## config.mk

```make
export PLATFORM = sky130hd
export DESIGN_NAME = keypad_top
export DESIGN_NICKNAME = d
export VERILOG_FILES = /design/src/common/keypad_pkg.sv /design/src/keypad/keypad_scan.sv /design/src/keypad/key_decode.sv /design/src/key_fifo.sv /design/src/keypad_wb.sv /design/src/keypad_top.sv
export SDC_FILE = /design/constraint.sdc
export NUM_CORES = 1
export LEC_CHECK = 0
export ABC_AREA = 0
export BUFFER_PORTS_ARGS = -buffer_cell sky130_fd_sc_hd__buf_4
export CAP_MARGIN = 20
export CORE_MARGIN = 2
export CORE_UTILIZATION = 50
export CTS_CLUSTER_DIAMETER = 120
export DETAILED_ROUTE_END_ITERATION = 10
export HOLD_SLACK_MARGIN = 0.06
export PLACE_DENSITY = 0.7
export SETUP_SLACK_MARGIN = 0.05
export SLEW_MARGIN = 10
export SYNTH_ARGS = -nofsm -noshare
export SYNTH_HDL_FRONTEND = slang
export SYNTH_HIERARCHICAL = 1
export SYNTH_SLANG_ARGS = --single-unit
```

## constraint.sdc

```tcl
create_clock -name clk -period 6.6 [get_ports clk]
set_clock_uncertainty 0.2 [all_clocks]
set_input_delay 1.32 -clock clk [delete_from_list [all_inputs] [get_ports clk]]
set_output_delay 1.32 -clock clk [all_outputs]
set_load 0.05 [all_outputs]
```

## src/common/keypad_pkg.sv

```systemverilog
`default_nettype none

package keypad_pkg;

	// bus word width
	localparam int DATA_W = 16;

	// scan timing, in clocks and whole scans
	localparam int SCAN_HOLD      = 4;
	localparam int DEBOUNCE_SCANS = 3;
	localparam int HOLD_W         = $clog2(SCAN_HOLD);
	localparam int DEB_W          = $clog2(DEBOUNCE_SCANS + 1);

	// event queue
	localparam int FIFO_DEPTH = 8;
	localparam int FIFO_AW    = 3;

	// register word addresses
	localparam logic [1:0] REG_STATUS = 2'd0;
	localparam logic [1:0] REG_DATA   = 2'd1;
	localparam logic [1:0] REG_CTRL   = 2'd2;

	// STATUS fields
	localparam int ST_CNT_LSB = 0;  // count in 3:0
	localparam int ST_EMPTY   = 4;
	localparam int ST_FULL    = 5;
	localparam int ST_OVF     = 6;  // write 1 to clear

	// CTRL fields
	localparam int CTRL_EN     = 0;
	localparam int CTRL_IRQ_EN = 1;

	// strobed column and sampled rows, both one-hot
	typedef struct packed {
		logic [3:0] col;
		logic [3:0] row;
	} key_code_t;

	// one queued key press, one data word wide
	typedef struct packed {
		key_code_t  code;
		logic [7:0] char;  // ascii
	} key_event_t;

	typedef struct packed {
		logic              cyc;
		logic              stb;
		logic              we;
		logic [1:0]        adr;  // word address
		logic [DATA_W-1:0] dat;
	} wb_req_t;

	typedef struct packed {
		logic              ack;
		logic [DATA_W-1:0] dat;
	} wb_rsp_t;

endpackage

`default_nettype wire

```

## src/keypad/keypad_scan.sv

```systemverilog
`timescale 1ns/10ps
`default_nettype none

module keypad_scan (
	input  logic                  clk,
	input  logic                  rst,
	input  logic                  enable,
	input  logic [3:0]            read_row,
	output logic [3:0]            scan_col,
	output logic                  press_valid,
	output keypad_pkg::key_code_t press_code
);
	import keypad_pkg::*;

	logic [HOLD_W-1:0] hold_cnt;
	logic [1:0]        col_idx;
	logic              sample;
	logic              scan_end;
	logic              row_onehot;
	logic              seen;   // a key column was found this scan
	logic              ghost;  // scan already spoilt
	key_code_t         cand;
	logic              cur_seen;
	logic              cur_ghost;
	key_code_t         cur_cand;
	logic              key_ok;
	key_code_t         prev_code;
	logic [DEB_W-1:0]  stable_cnt;
	logic [DEB_W-1:0]  stable_nxt;
	logic [DEB_W-1:0]  empty_cnt;
	logic              armed;

	assign scan_col   = 4'b0001 << col_idx;
	assign sample     = (hold_cnt == HOLD_W'(SCAN_HOLD - 1));  // last clock of hold
	assign scan_end   = sample && (col_idx == 2'd3);
	assign row_onehot = (read_row & (read_row - 4'd1)) == 4'b0000;

	// scan-wide result including the sample taken this clock
	always_comb begin
		cur_seen  = seen;
		cur_ghost = ghost;
		cur_cand  = cand;
		if (sample && read_row != 4'b0000) begin
			if (seen || !row_onehot) begin
				cur_ghost = 1'b1;  // second column or several rows
			end else begin
				cur_seen     = 1'b1;
				cur_cand.col = scan_col;
				cur_cand.row = read_row;
			end
		end
		key_ok = cur_seen && !cur_ghost;
	end

	// consecutive scans showing the same key, saturating
	always_comb begin
		if (!key_ok)
			stable_nxt = '0;
		else if (stable_cnt == '0 || cur_cand != prev_code)
			stable_nxt = DEB_W'(1);
		else if (stable_cnt != DEB_W'(DEBOUNCE_SCANS))
			stable_nxt = stable_cnt + 1'b1;
		else
			stable_nxt = stable_cnt;
	end

	always_ff @(posedge clk or negedge rst) begin
		if (!rst) begin
			hold_cnt <= '0;
			col_idx  <= '0;
			seen     <= 1'b0;
			ghost    <= 1'b0;
		end else begin
			hold_cnt <= sample ? '0 : hold_cnt + 1'b1;
			if (sample)
				col_idx <= col_idx + 1'b1;
			seen  <= scan_end ? 1'b0 : cur_seen;
			ghost <= scan_end ? 1'b0 : cur_ghost;
		end
	end

	always_ff @(posedge clk) begin
		cand <= cur_cand;
		if (scan_end && key_ok)
			prev_code <= cur_cand;
		if (scan_end)
			press_code <= cur_cand;
	end

	always_ff @(posedge clk or negedge rst) begin
		if (!rst) begin
			stable_cnt  <= '0;
			empty_cnt   <= '0;
			armed       <= 1'b1;
			press_valid <= 1'b0;
		end else begin
			press_valid <= 1'b0;
			if (!enable) begin
				stable_cnt <= '0;
				empty_cnt  <= '0;
				armed      <= 1'b1;
			end else if (scan_end) begin
				stable_cnt <= stable_nxt;
				if (key_ok) begin
					empty_cnt <= '0;
					if (armed && stable_nxt == DEB_W'(DEBOUNCE_SCANS)) begin
						press_valid <= 1'b1;  // once per press
						armed       <= 1'b0;
					end
				end else begin
					if (empty_cnt != DEB_W'(DEBOUNCE_SCANS))
						empty_cnt <= empty_cnt + 1'b1;
					if (empty_cnt >= DEB_W'(DEBOUNCE_SCANS - 1))
						armed <= 1'b1;  // released long enough
				end
			end
		end
	end

endmodule

`default_nettype wire

```

## src/keypad/key_decode.sv

```systemverilog
`timescale 1ns/10ps
`default_nettype none

module key_decode (
	input  logic                   clk,
	input  logic                   rst,
	input  logic                   press_valid,
	input  keypad_pkg::key_code_t  press_code,
	output logic                   ev_valid,
	output keypad_pkg::key_event_t ev
);

	always_ff @(posedge clk or negedge rst) begin
		if (!rst)
			ev_valid <= 1'b0;
		else
			ev_valid <= press_valid;
	end

	// row picks the layout line and column the position in it
	always_ff @(posedge clk) begin
		if (press_valid) begin
			ev.code <= press_code;
			case ({press_code.row, press_code.col})
				8'b0001_0001: ev.char <= "1";
				8'b0001_0010: ev.char <= "2";
				8'b0001_0100: ev.char <= "3";
				8'b0001_1000: ev.char <= "A";
				8'b0010_0001: ev.char <= "4";
				8'b0010_0010: ev.char <= "5";
				8'b0010_0100: ev.char <= "6";
				8'b0010_1000: ev.char <= "B";
				8'b0100_0001: ev.char <= "7";
				8'b0100_0010: ev.char <= "8";
				8'b0100_0100: ev.char <= "9";
				8'b0100_1000: ev.char <= "C";
				8'b1000_0001: ev.char <= "*";
				8'b1000_0010: ev.char <= "0";
				8'b1000_0100: ev.char <= "#";
				8'b1000_1000: ev.char <= "D";
				default:      ev.char <= 8'h00;  // not reachable from the scanner
			endcase
		end
	end

endmodule

`default_nettype wire

```

## src/key_fifo.sv

```systemverilog
`timescale 1ns/10ps
`default_nettype none

module key_fifo (
	input  logic                   clk,
	input  logic                   rst,
	input  logic                   push,
	input  keypad_pkg::key_event_t push_ev,
	input  logic                   pop,
	input  logic                   ovf_clr,
	output keypad_pkg::key_event_t head,
	output logic [3:0]             count,
	output logic                   empty,
	output logic                   full,
	output logic                   overflow
);
	import keypad_pkg::*;

	key_event_t         mem [FIFO_DEPTH];
	logic [FIFO_AW-1:0] wr_ptr;
	logic [FIFO_AW-1:0] rd_ptr;
	logic               do_push;
	logic               do_pop;

	assign empty   = (count == 4'd0);
	assign full    = (count == 4'(FIFO_DEPTH));
	assign do_push = push && !full;  // full check ignores a same-clock pop
	assign do_pop  = pop && !empty;
	assign head    = mem[rd_ptr];

	always_ff @(posedge clk) begin
		if (do_push)
			mem[wr_ptr] <= push_ev;
	end

	always_ff @(posedge clk or negedge rst) begin
		if (!rst) begin
			wr_ptr <= '0;
			rd_ptr <= '0;
			count  <= '0;
		end else begin
			if (do_push)
				wr_ptr <= wr_ptr + 1'b1;  // depth is a power of two
			if (do_pop)
				rd_ptr <= rd_ptr + 1'b1;
			case ({do_push, do_pop})
				2'b10:   count <= count + 4'd1;
				2'b01:   count <= count - 4'd1;
				default: count <= count;
			endcase
		end
	end

	// sticky until cleared, a new drop wins over the clear
	always_ff @(posedge clk or negedge rst) begin
		if (!rst)
			overflow <= 1'b0;
		else if (push && full)
			overflow <= 1'b1;
		else if (ovf_clr)
			overflow <= 1'b0;
	end

endmodule

`default_nettype wire

```

## src/keypad_wb.sv

```systemverilog
`timescale 1ns/10ps
`default_nettype none

module keypad_wb (
	input  logic                   clk,
	input  logic                   rst,
	input  keypad_pkg::wb_req_t    bus_req,
	output keypad_pkg::wb_rsp_t    bus_rsp,
	input  keypad_pkg::key_event_t head,
	input  logic [3:0]             count,
	input  logic                   empty,
	input  logic                   full,
	input  logic                   overflow,
	output logic                   pop,
	output logic                   ovf_clr,
	output logic                   enable,
	output logic                   irq
);
	import keypad_pkg::*;

	logic              ack;
	logic              req;
	logic              wr;
	logic              rd;
	logic              irq_en;
	logic [DATA_W-1:0] status_word;
	logic [DATA_W-1:0] ctrl_word;
	logic [DATA_W-1:0] rd_mux;
	logic [DATA_W-1:0] rd_dat;

	// no new request in the ack clock, so ack is a single pulse
	assign req = bus_req.cyc && bus_req.stb && !ack;
	assign wr  = req && bus_req.we;
	assign rd  = req && !bus_req.we;

	assign bus_rsp.ack = ack;
	assign bus_rsp.dat = rd_dat;

	always_comb begin
		status_word                   = '0;
		status_word[ST_CNT_LSB +: 4]  = count;
		status_word[ST_EMPTY]         = empty;
		status_word[ST_FULL]          = full;
		status_word[ST_OVF]           = overflow;
		ctrl_word                     = '0;
		ctrl_word[CTRL_EN]            = enable;
		ctrl_word[CTRL_IRQ_EN]        = irq_en;
		case (bus_req.adr)
			REG_STATUS: rd_mux = status_word;
			REG_DATA:   rd_mux = empty ? '0 : head;
			REG_CTRL:   rd_mux = ctrl_word;
			default:    rd_mux = '0;
		endcase
	end

	always_ff @(posedge clk) begin
		if (rd)
			rd_dat <= rd_mux;
	end

	always_ff @(posedge clk or negedge rst) begin
		if (!rst) begin
			ack     <= 1'b0;
			pop     <= 1'b0;
			ovf_clr <= 1'b0;
			enable  <= 1'b0;
			irq_en  <= 1'b0;
			irq     <= 1'b0;
		end else begin
			ack     <= req;
			pop     <= rd && bus_req.adr == REG_DATA && !empty;  // lines up with ack
			ovf_clr <= wr && bus_req.adr == REG_STATUS && bus_req.dat[ST_OVF];
			if (wr && bus_req.adr == REG_CTRL) begin
				enable <= bus_req.dat[CTRL_EN];
				irq_en <= bus_req.dat[CTRL_IRQ_EN];
			end
			irq <= irq_en && !empty;  // one clock behind the FIFO
		end
	end

endmodule

`default_nettype wire

```

## src/keypad_top.sv

```systemverilog
`timescale 1ns/10ps
`default_nettype none

module keypad_top (
	input  logic                clk,
	input  logic                rst,
	input  logic [3:0]          read_row,
	output logic [3:0]          scan_col,
	input  keypad_pkg::wb_req_t bus_req,
	output keypad_pkg::wb_rsp_t bus_rsp,
	output logic                irq
);
	import keypad_pkg::*;

	logic       enable;
	logic       press_valid;
	key_code_t  press_code;
	logic       ev_valid;
	key_event_t ev;
	key_event_t head;
	logic [3:0] count;
	logic       empty;
	logic       full;
	logic       overflow;
	logic       pop;
	logic       ovf_clr;

	keypad_scan scan0 (
		.clk         (clk),
		.rst         (rst),
		.enable      (enable),
		.read_row    (read_row),
		.scan_col    (scan_col),
		.press_valid (press_valid),
		.press_code  (press_code)
	);

	key_decode decode0 (
		.clk         (clk),
		.rst         (rst),
		.press_valid (press_valid),
		.press_code  (press_code),
		.ev_valid    (ev_valid),
		.ev          (ev)
	);

	key_fifo fifo0 (
		.clk      (clk),
		.rst      (rst),
		.push     (ev_valid),
		.push_ev  (ev),
		.pop      (pop),
		.ovf_clr  (ovf_clr),
		.head     (head),
		.count    (count),
		.empty    (empty),
		.full     (full),
		.overflow (overflow)
	);

	keypad_wb wb0 (
		.clk      (clk),
		.rst      (rst),
		.bus_req  (bus_req),
		.bus_rsp  (bus_rsp),
		.head     (head),
		.count    (count),
		.empty    (empty),
		.full     (full),
		.overflow (overflow),
		.pop      (pop),
		.ovf_clr  (ovf_clr),
		.enable   (enable),
		.irq      (irq)
	);

endmodule

`default_nettype wire

```

Word-level counts from Yosys, hierarchy flattened
Memory sizes are Yosys's and may differ from the RTL's.
Cells that the tools add are included.
- register bits: 86
- RAM bits: 128
- input port bits: 27
- logic and storage cells: 143
- memories kept: 1
- add/subtract/negate cells: 9
- order comparisons: 1
- eq/ne operators: 31
- shifts and indexed selects: 1
- mux-type cells: 35
- bitwise logic cells: 1
- reduce and logical (&&, ||, !) cells: 35
- memories (name ; depth ; width ; read ports ; clocked after memory_dff ; wr ports ; line ; source):
    fifo0.mem ; 8 ; 16 ; 1 ; 0 ; 1 ; key_fifo.sv:19 ; key_event_t mem [FIFO_DEPTH];
- operators with widths (cell ; count):
    one-hot mux 7 bit (16 select lines) ; 1
    one-hot mux 16 bit (3 select lines) ; 1
    == test 8 x 5 -> 1 bit, second input constant ; 4
    == test 8 x 6 -> 1 bit, second input constant ; 4
    == test 8 x 7 -> 1 bit, second input constant ; 4
    == test 8 bit, second input constant ; 4
    2-to-1 mux 2 bit ; 10
    2-to-1 mux 1 bit ; 19
    logical AND 1 bit ; 18
    2-to-1 mux 16 bit ; 1
    2-to-1 mux 8 bit ; 2
    == test 2 bit, second input constant ; 5
    != test 3 bit, second input constant ; 3
    adder 2 x 1 -> 2 bit, second input constant ; 4
    zero test 4 bit ; 2
    != test 8 bit ; 1
    one-hot mux 4 bit (2 select lines) ; 1
    subtractor 4 x 1 -> 4 bit, second input constant ; 2
    adder 3 x 1 -> 3 bit, second input constant ; 2
    zero test 1 bit ; 6
    != test 2 bit, second input constant ; 3
    adder 4 x 1 -> 4 bit, second input constant ; 1
    AND 4 bit ; 1
    == test 2 x 1 -> 1 bit, second input constant ; 2
    9 further kinds ; 12

Depth between registers and ports, before layout
- depth after elaboration: 17
- gate-level depth with buffers: 10
- depth with buffers taken out: 8

Hierarchy
Netlist, hierarchy kept.
- modules (own cells, without submodules) (module ; times used ; cells each ; area each (um^2)):
    key_fifo ; 1 ; 256 ; 5595.4
    keypad_scan ; 1 ; 157 ; 1799.2
    keypad_wb ; 1 ; 62 ; 913.4
    key_decode ; 1 ; 76 ; 875.8

Worst setup path after synthesis
No wires, ideal clock.
- path kind: input to register
- start: input port read_row[0]
- end: register scan0.press_valid
- arrival time: 3.034 ns
- slack: 3.299 ns
- stages: 7
- path buffers: 0
- path through: nor4b_1 a211oi_2 nor2_2 mux2_2 xor2_1 nor4_2 and3_1
- RTL lines (element ; line ; source):
    start: declaration ; keypad_top.sv:7 ; input logic [3:0] read_row,
    end signal: assignment ; keypad_scan.sv:95 ; press_valid <= 1'b0;
    end signal: assignment ; keypad_scan.sv:97 ; press_valid <= 1'b0;
    end signal: assignment ; keypad_scan.sv:107 ; press_valid <= 1'b1;
    end: declaration ; keypad_scan.sv:10 ; output logic press_valid,

==> results.md <==
* RSZ-0062 raised after global routing: no
* Count leader, synth: edfxtp_1
* Mapped Cells at 551
* Worst Tran Pin Value at 1.04 ns
* Remaining global-route overflow at 0
* Filler cells at 1,350
* Synth cell count leaders: 175 x edfxtp_1, 29 x dfrtp_1, 26 x nor2_1, 25 x mux4_1, 20 x mux2_2
* Slew Limit Fails at 0
* Critical R2R Launch: fifo0/count[0]
* Initial Utilization at 0.511
* Min-delay worst type: reg -> reg
* Gpl congestion at 0.821
* Clock share of power at 0.426
* Syn-to-layout area delta at 12.7%
* Clk_lat worst skew at 0.49 ns
* Routed Antenna Nets at 0
* Die Ht at 140 microns
* Post-Route WL at 16,500 microns
* Core Area at 18,000 sq um
* DRC violations left at 0
* Adder-cell share of the synthesized area at 0.0185
* Sequential cell area fraction in the yosys report at 0.672
* Final Hold Fails at 0
* P_sw at 0.000535 W
* Gate power share at 0.031
* Max-slew headroom at 0.298
* Pleak at 3.59 nW
* Total Die Area at 19,500 sq um
* CP max FO at 13
* Syn_area_per_cell at 16.7 sq um
* Die Wd at 140 microns
* Max clock buf depth at 3
* DRT iter0 DRCs at 334
* # rows at 49
* TritonRoute pass-1 iters at 4
* TritonCTS clock tree: yes
* FF+latch count, synth at 213
* Post-CTS Setup Inserts at 0
* Resized Gates After CTS at 0
* Crit-path max cell delay at 0.54 ns
* Startpoint Class: input port
* Yosys top cell area share at 0.572
* Min Hold Slack at 0.235 ns
* Final instance area at 10,300 sq um
* Post-synthesis simple-gate area fraction at 0.0881
* Largest cells by area after synthesis: edfxtp_1 57%, dfrtp_1 7.9%, mux4_1 7.2%
* Setup_tns at 0 ns
* Max cap viols at 0
* Power density over the cells at 262 nW/um^2
* Initial antenna violation count at 0
* Sw Share at 0.198
* Final critical-path share of the clock period at 0.498
* Port-buffer cells at 35
* Hold Startpoint: scan0/hold_cnt[0]
* Post-CTS Hold Buffers at 0
* Final #Nets at 631
* Int Pwr at 0.00217 W
* Largest family of logic cells by synthesized area: multiplexers
* Crit Path Class: in -> reg
* Share of cells above drive strength 1 at 0.211
* # clock sinks at 213
* Worst endpoint required time at 6.83 ns
* Peak VDD IR at 0.243 mV
* Min cycle time layout at 3.29 ns
* Status: complete, no violations
* WL/cell at 19.7 microns
* First-pass GRT wire length at 26,600 microns
* Compound-Gate Fraction of Synth Area at 0.0531
* Worst Setup End Kind: register
* Clk slew on worst S/H paths at 0.06 ns
* Largest net degree at the start of global routing at 35
* Via-to-Cell Ratio at 5.75
* Vias at 4,806
* Synth Flop Type: edfxtp_1
* Ant diodes at 0
* Post-DP Area at 9640 sq um
* WP data arrival at 3.51 ns
* Clk root buf: clkbuf_16
* Synth warnings at 6
* Unique masters post-synth at 79
* GRT Overall Usage at 0.171
* Max Clk Rate at 0.304 GHz
* Max H-tree Level at 1
* Vias in the first global route at 4,861
* Non-filler cells, final at 836
* Reg power frac at 0.543
* Post-Synth XOR/XNOR Area at 0.0170
* Syn_nets at 591
* EDFF count, synth at 175
* DPL Wire Length at 10,200 microns
* CP Cell Sequence: buf_4, nor4b_1, a211oi_2, nor2_2, mux2_2, xor2_1, nor4_2, and3_1
* Critical-path top delay cell: nor4b_1
* Dpl cells at 793
* Synth area leader: edfxtp_1
* CTS buffer count at 22
* Setup crit start: read_row[0]
* Post-Syn Area at 9180 sq um
* Final setup viols at 0
* # IOs at 49
* Ys async rst share at 0.141
* Mux contribution to synthesized area at 0.123
-- per-stage QoR --
stage | util | power, W | setup WS, ns
3_3_place_gp | 0.535 | 0.00158 | 2.80
3_5_place_dp | 0.536 | 0.00158 | 2.70
2_1_floorplan | - | 0.00155 | 3.30
4_1_cts | 0.574 | 0.00274 | 3.22
6_report | 0.576 | 0.00271 | 3.31
5_1_grt | 0.576 | 0.00280 | 3.14
-- flip-flops by register name, summed over array words and instances, names as in the netlist, 2 cells and up --
| name | flops |
|---|---|
| decode0/ev | 15 |
| fifo0/count | 4 |
| fifo0/mem | 128 |
| fifo0/rd_ptr | 3 |
| fifo0/wr_ptr | 3 |
| scan0/cand | 8 |
| scan0/col_idx | 2 |
| scan0/empty_cnt | 2 |
| scan0/hold_cnt | 2 |
| scan0/press_code | 8 |
| scan0/prev_code | 8 |
| scan0/stable_cnt | 2 |
| wb0/rd_dat | 16 |
-- layer usage --
layer  GRT usage  vias up  routed length, microns
met2       0.283      107                    8170
met5           0        -                       0
met4      0.0383        0                     243
met1       0.245     2436                    7350
met3      0.0227       24                     689
li1            -     2239                       -
-- power groups by stage --
stage / combinational, W / sequential (W) / clock [W]
2_1_floorplan: 0.0000456 / 0.00150 / 0
3_3_place_gp: 0.0000795 / 0.00150 / 0
3_5_place_dp: 0.0000822 / 0.00150 / 0
4_1_cts: 0.0000828 / 0.00147 / 0.00118
5_1_grt: 0.0000909 / 0.00147 / 0.00124
6_report: 0.0000828 / 0.00147 / 0.00115
-- worst max-delay path, delay by kind of cell --
kind            cells  cell delay (ns)
buf+inv             1             0.16
compound gates      1             0.15
simple gates        4             1.29
xor+xnor            1             0.17
mux                 1             0.41
-- cell usage in the layout (no fill, tap or decap), types with 3 or more instances in the layout --
master,synthesis,layout
mux4_2,7,7
or3_1,3,3
edfxtp_1,175,175
a21oi_1,16,16
and2_1,12,12
nor4_1,4,4
clkbuf_16,0,23
mux2i_1,3,3
buf_4,6,38
xnor2_1,9,9
nor3b_1,6,6
dfxtp_1,8,8
nor2_1,26,20
buf_8,0,4
mux2_2,20,20
a22o_1,5,5
clkbuf_1,4,9
nand3_1,7,7
nor3_1,10,8
mux2_4,4,4
xor2_1,7,7
a21o_1,3,3
inv_1,18,18
o22ai_1,7,7
ha_1,12,12
nor2_2,1,7
clkinv_2,0,4
nand2_1,18,18
nor2b_1,6,6
o21ai_0,12,12
mux4_1,25,25
nand2b_1,13,13
nand4_1,3,3
dfrtp_1,29,29
-- cells by family after synthesis --
group / after synthesis
multiplexers: 59
XOR/XNOR: 17
other: 1
flip-flops: 213
AND/OR/NAND/NOR: 133
buffers and inverters: 46
adder cells (fa/ha/maj): 13
AO/OA/AOI/OAI: 69
-- worst paths after layout --
check	end	slack, ns	cells past startpoint
worst max-delay path	scan0/press_valid	3.31	8
worst min-delay path	scan0/hold_cnt[0]	0.24	1
worst max register to register	fifo0/count[3]	3.42	7
worst min register to register	scan0/hold_cnt[0]	0.24	1
max in group asynchronous	scan0/armed	5.31	1
min in group asynchronous	wb0/irq_en	0.55	1
-- final cells by class --
type	instances	area (sq um)	share of cell area
Clock buffer	32	609	0.0589
Clock inverter	8	66.3	0.00641
Inverter	19	71.3	0.00689
Multi-Input combinational cell	292	2800	0.270
Sequential cell	213	6170	0.596
Tap cell	229	287	0.0277
Timing Repair Buffer	43	350	0.0339
Power figures use the tool's default switching activity.
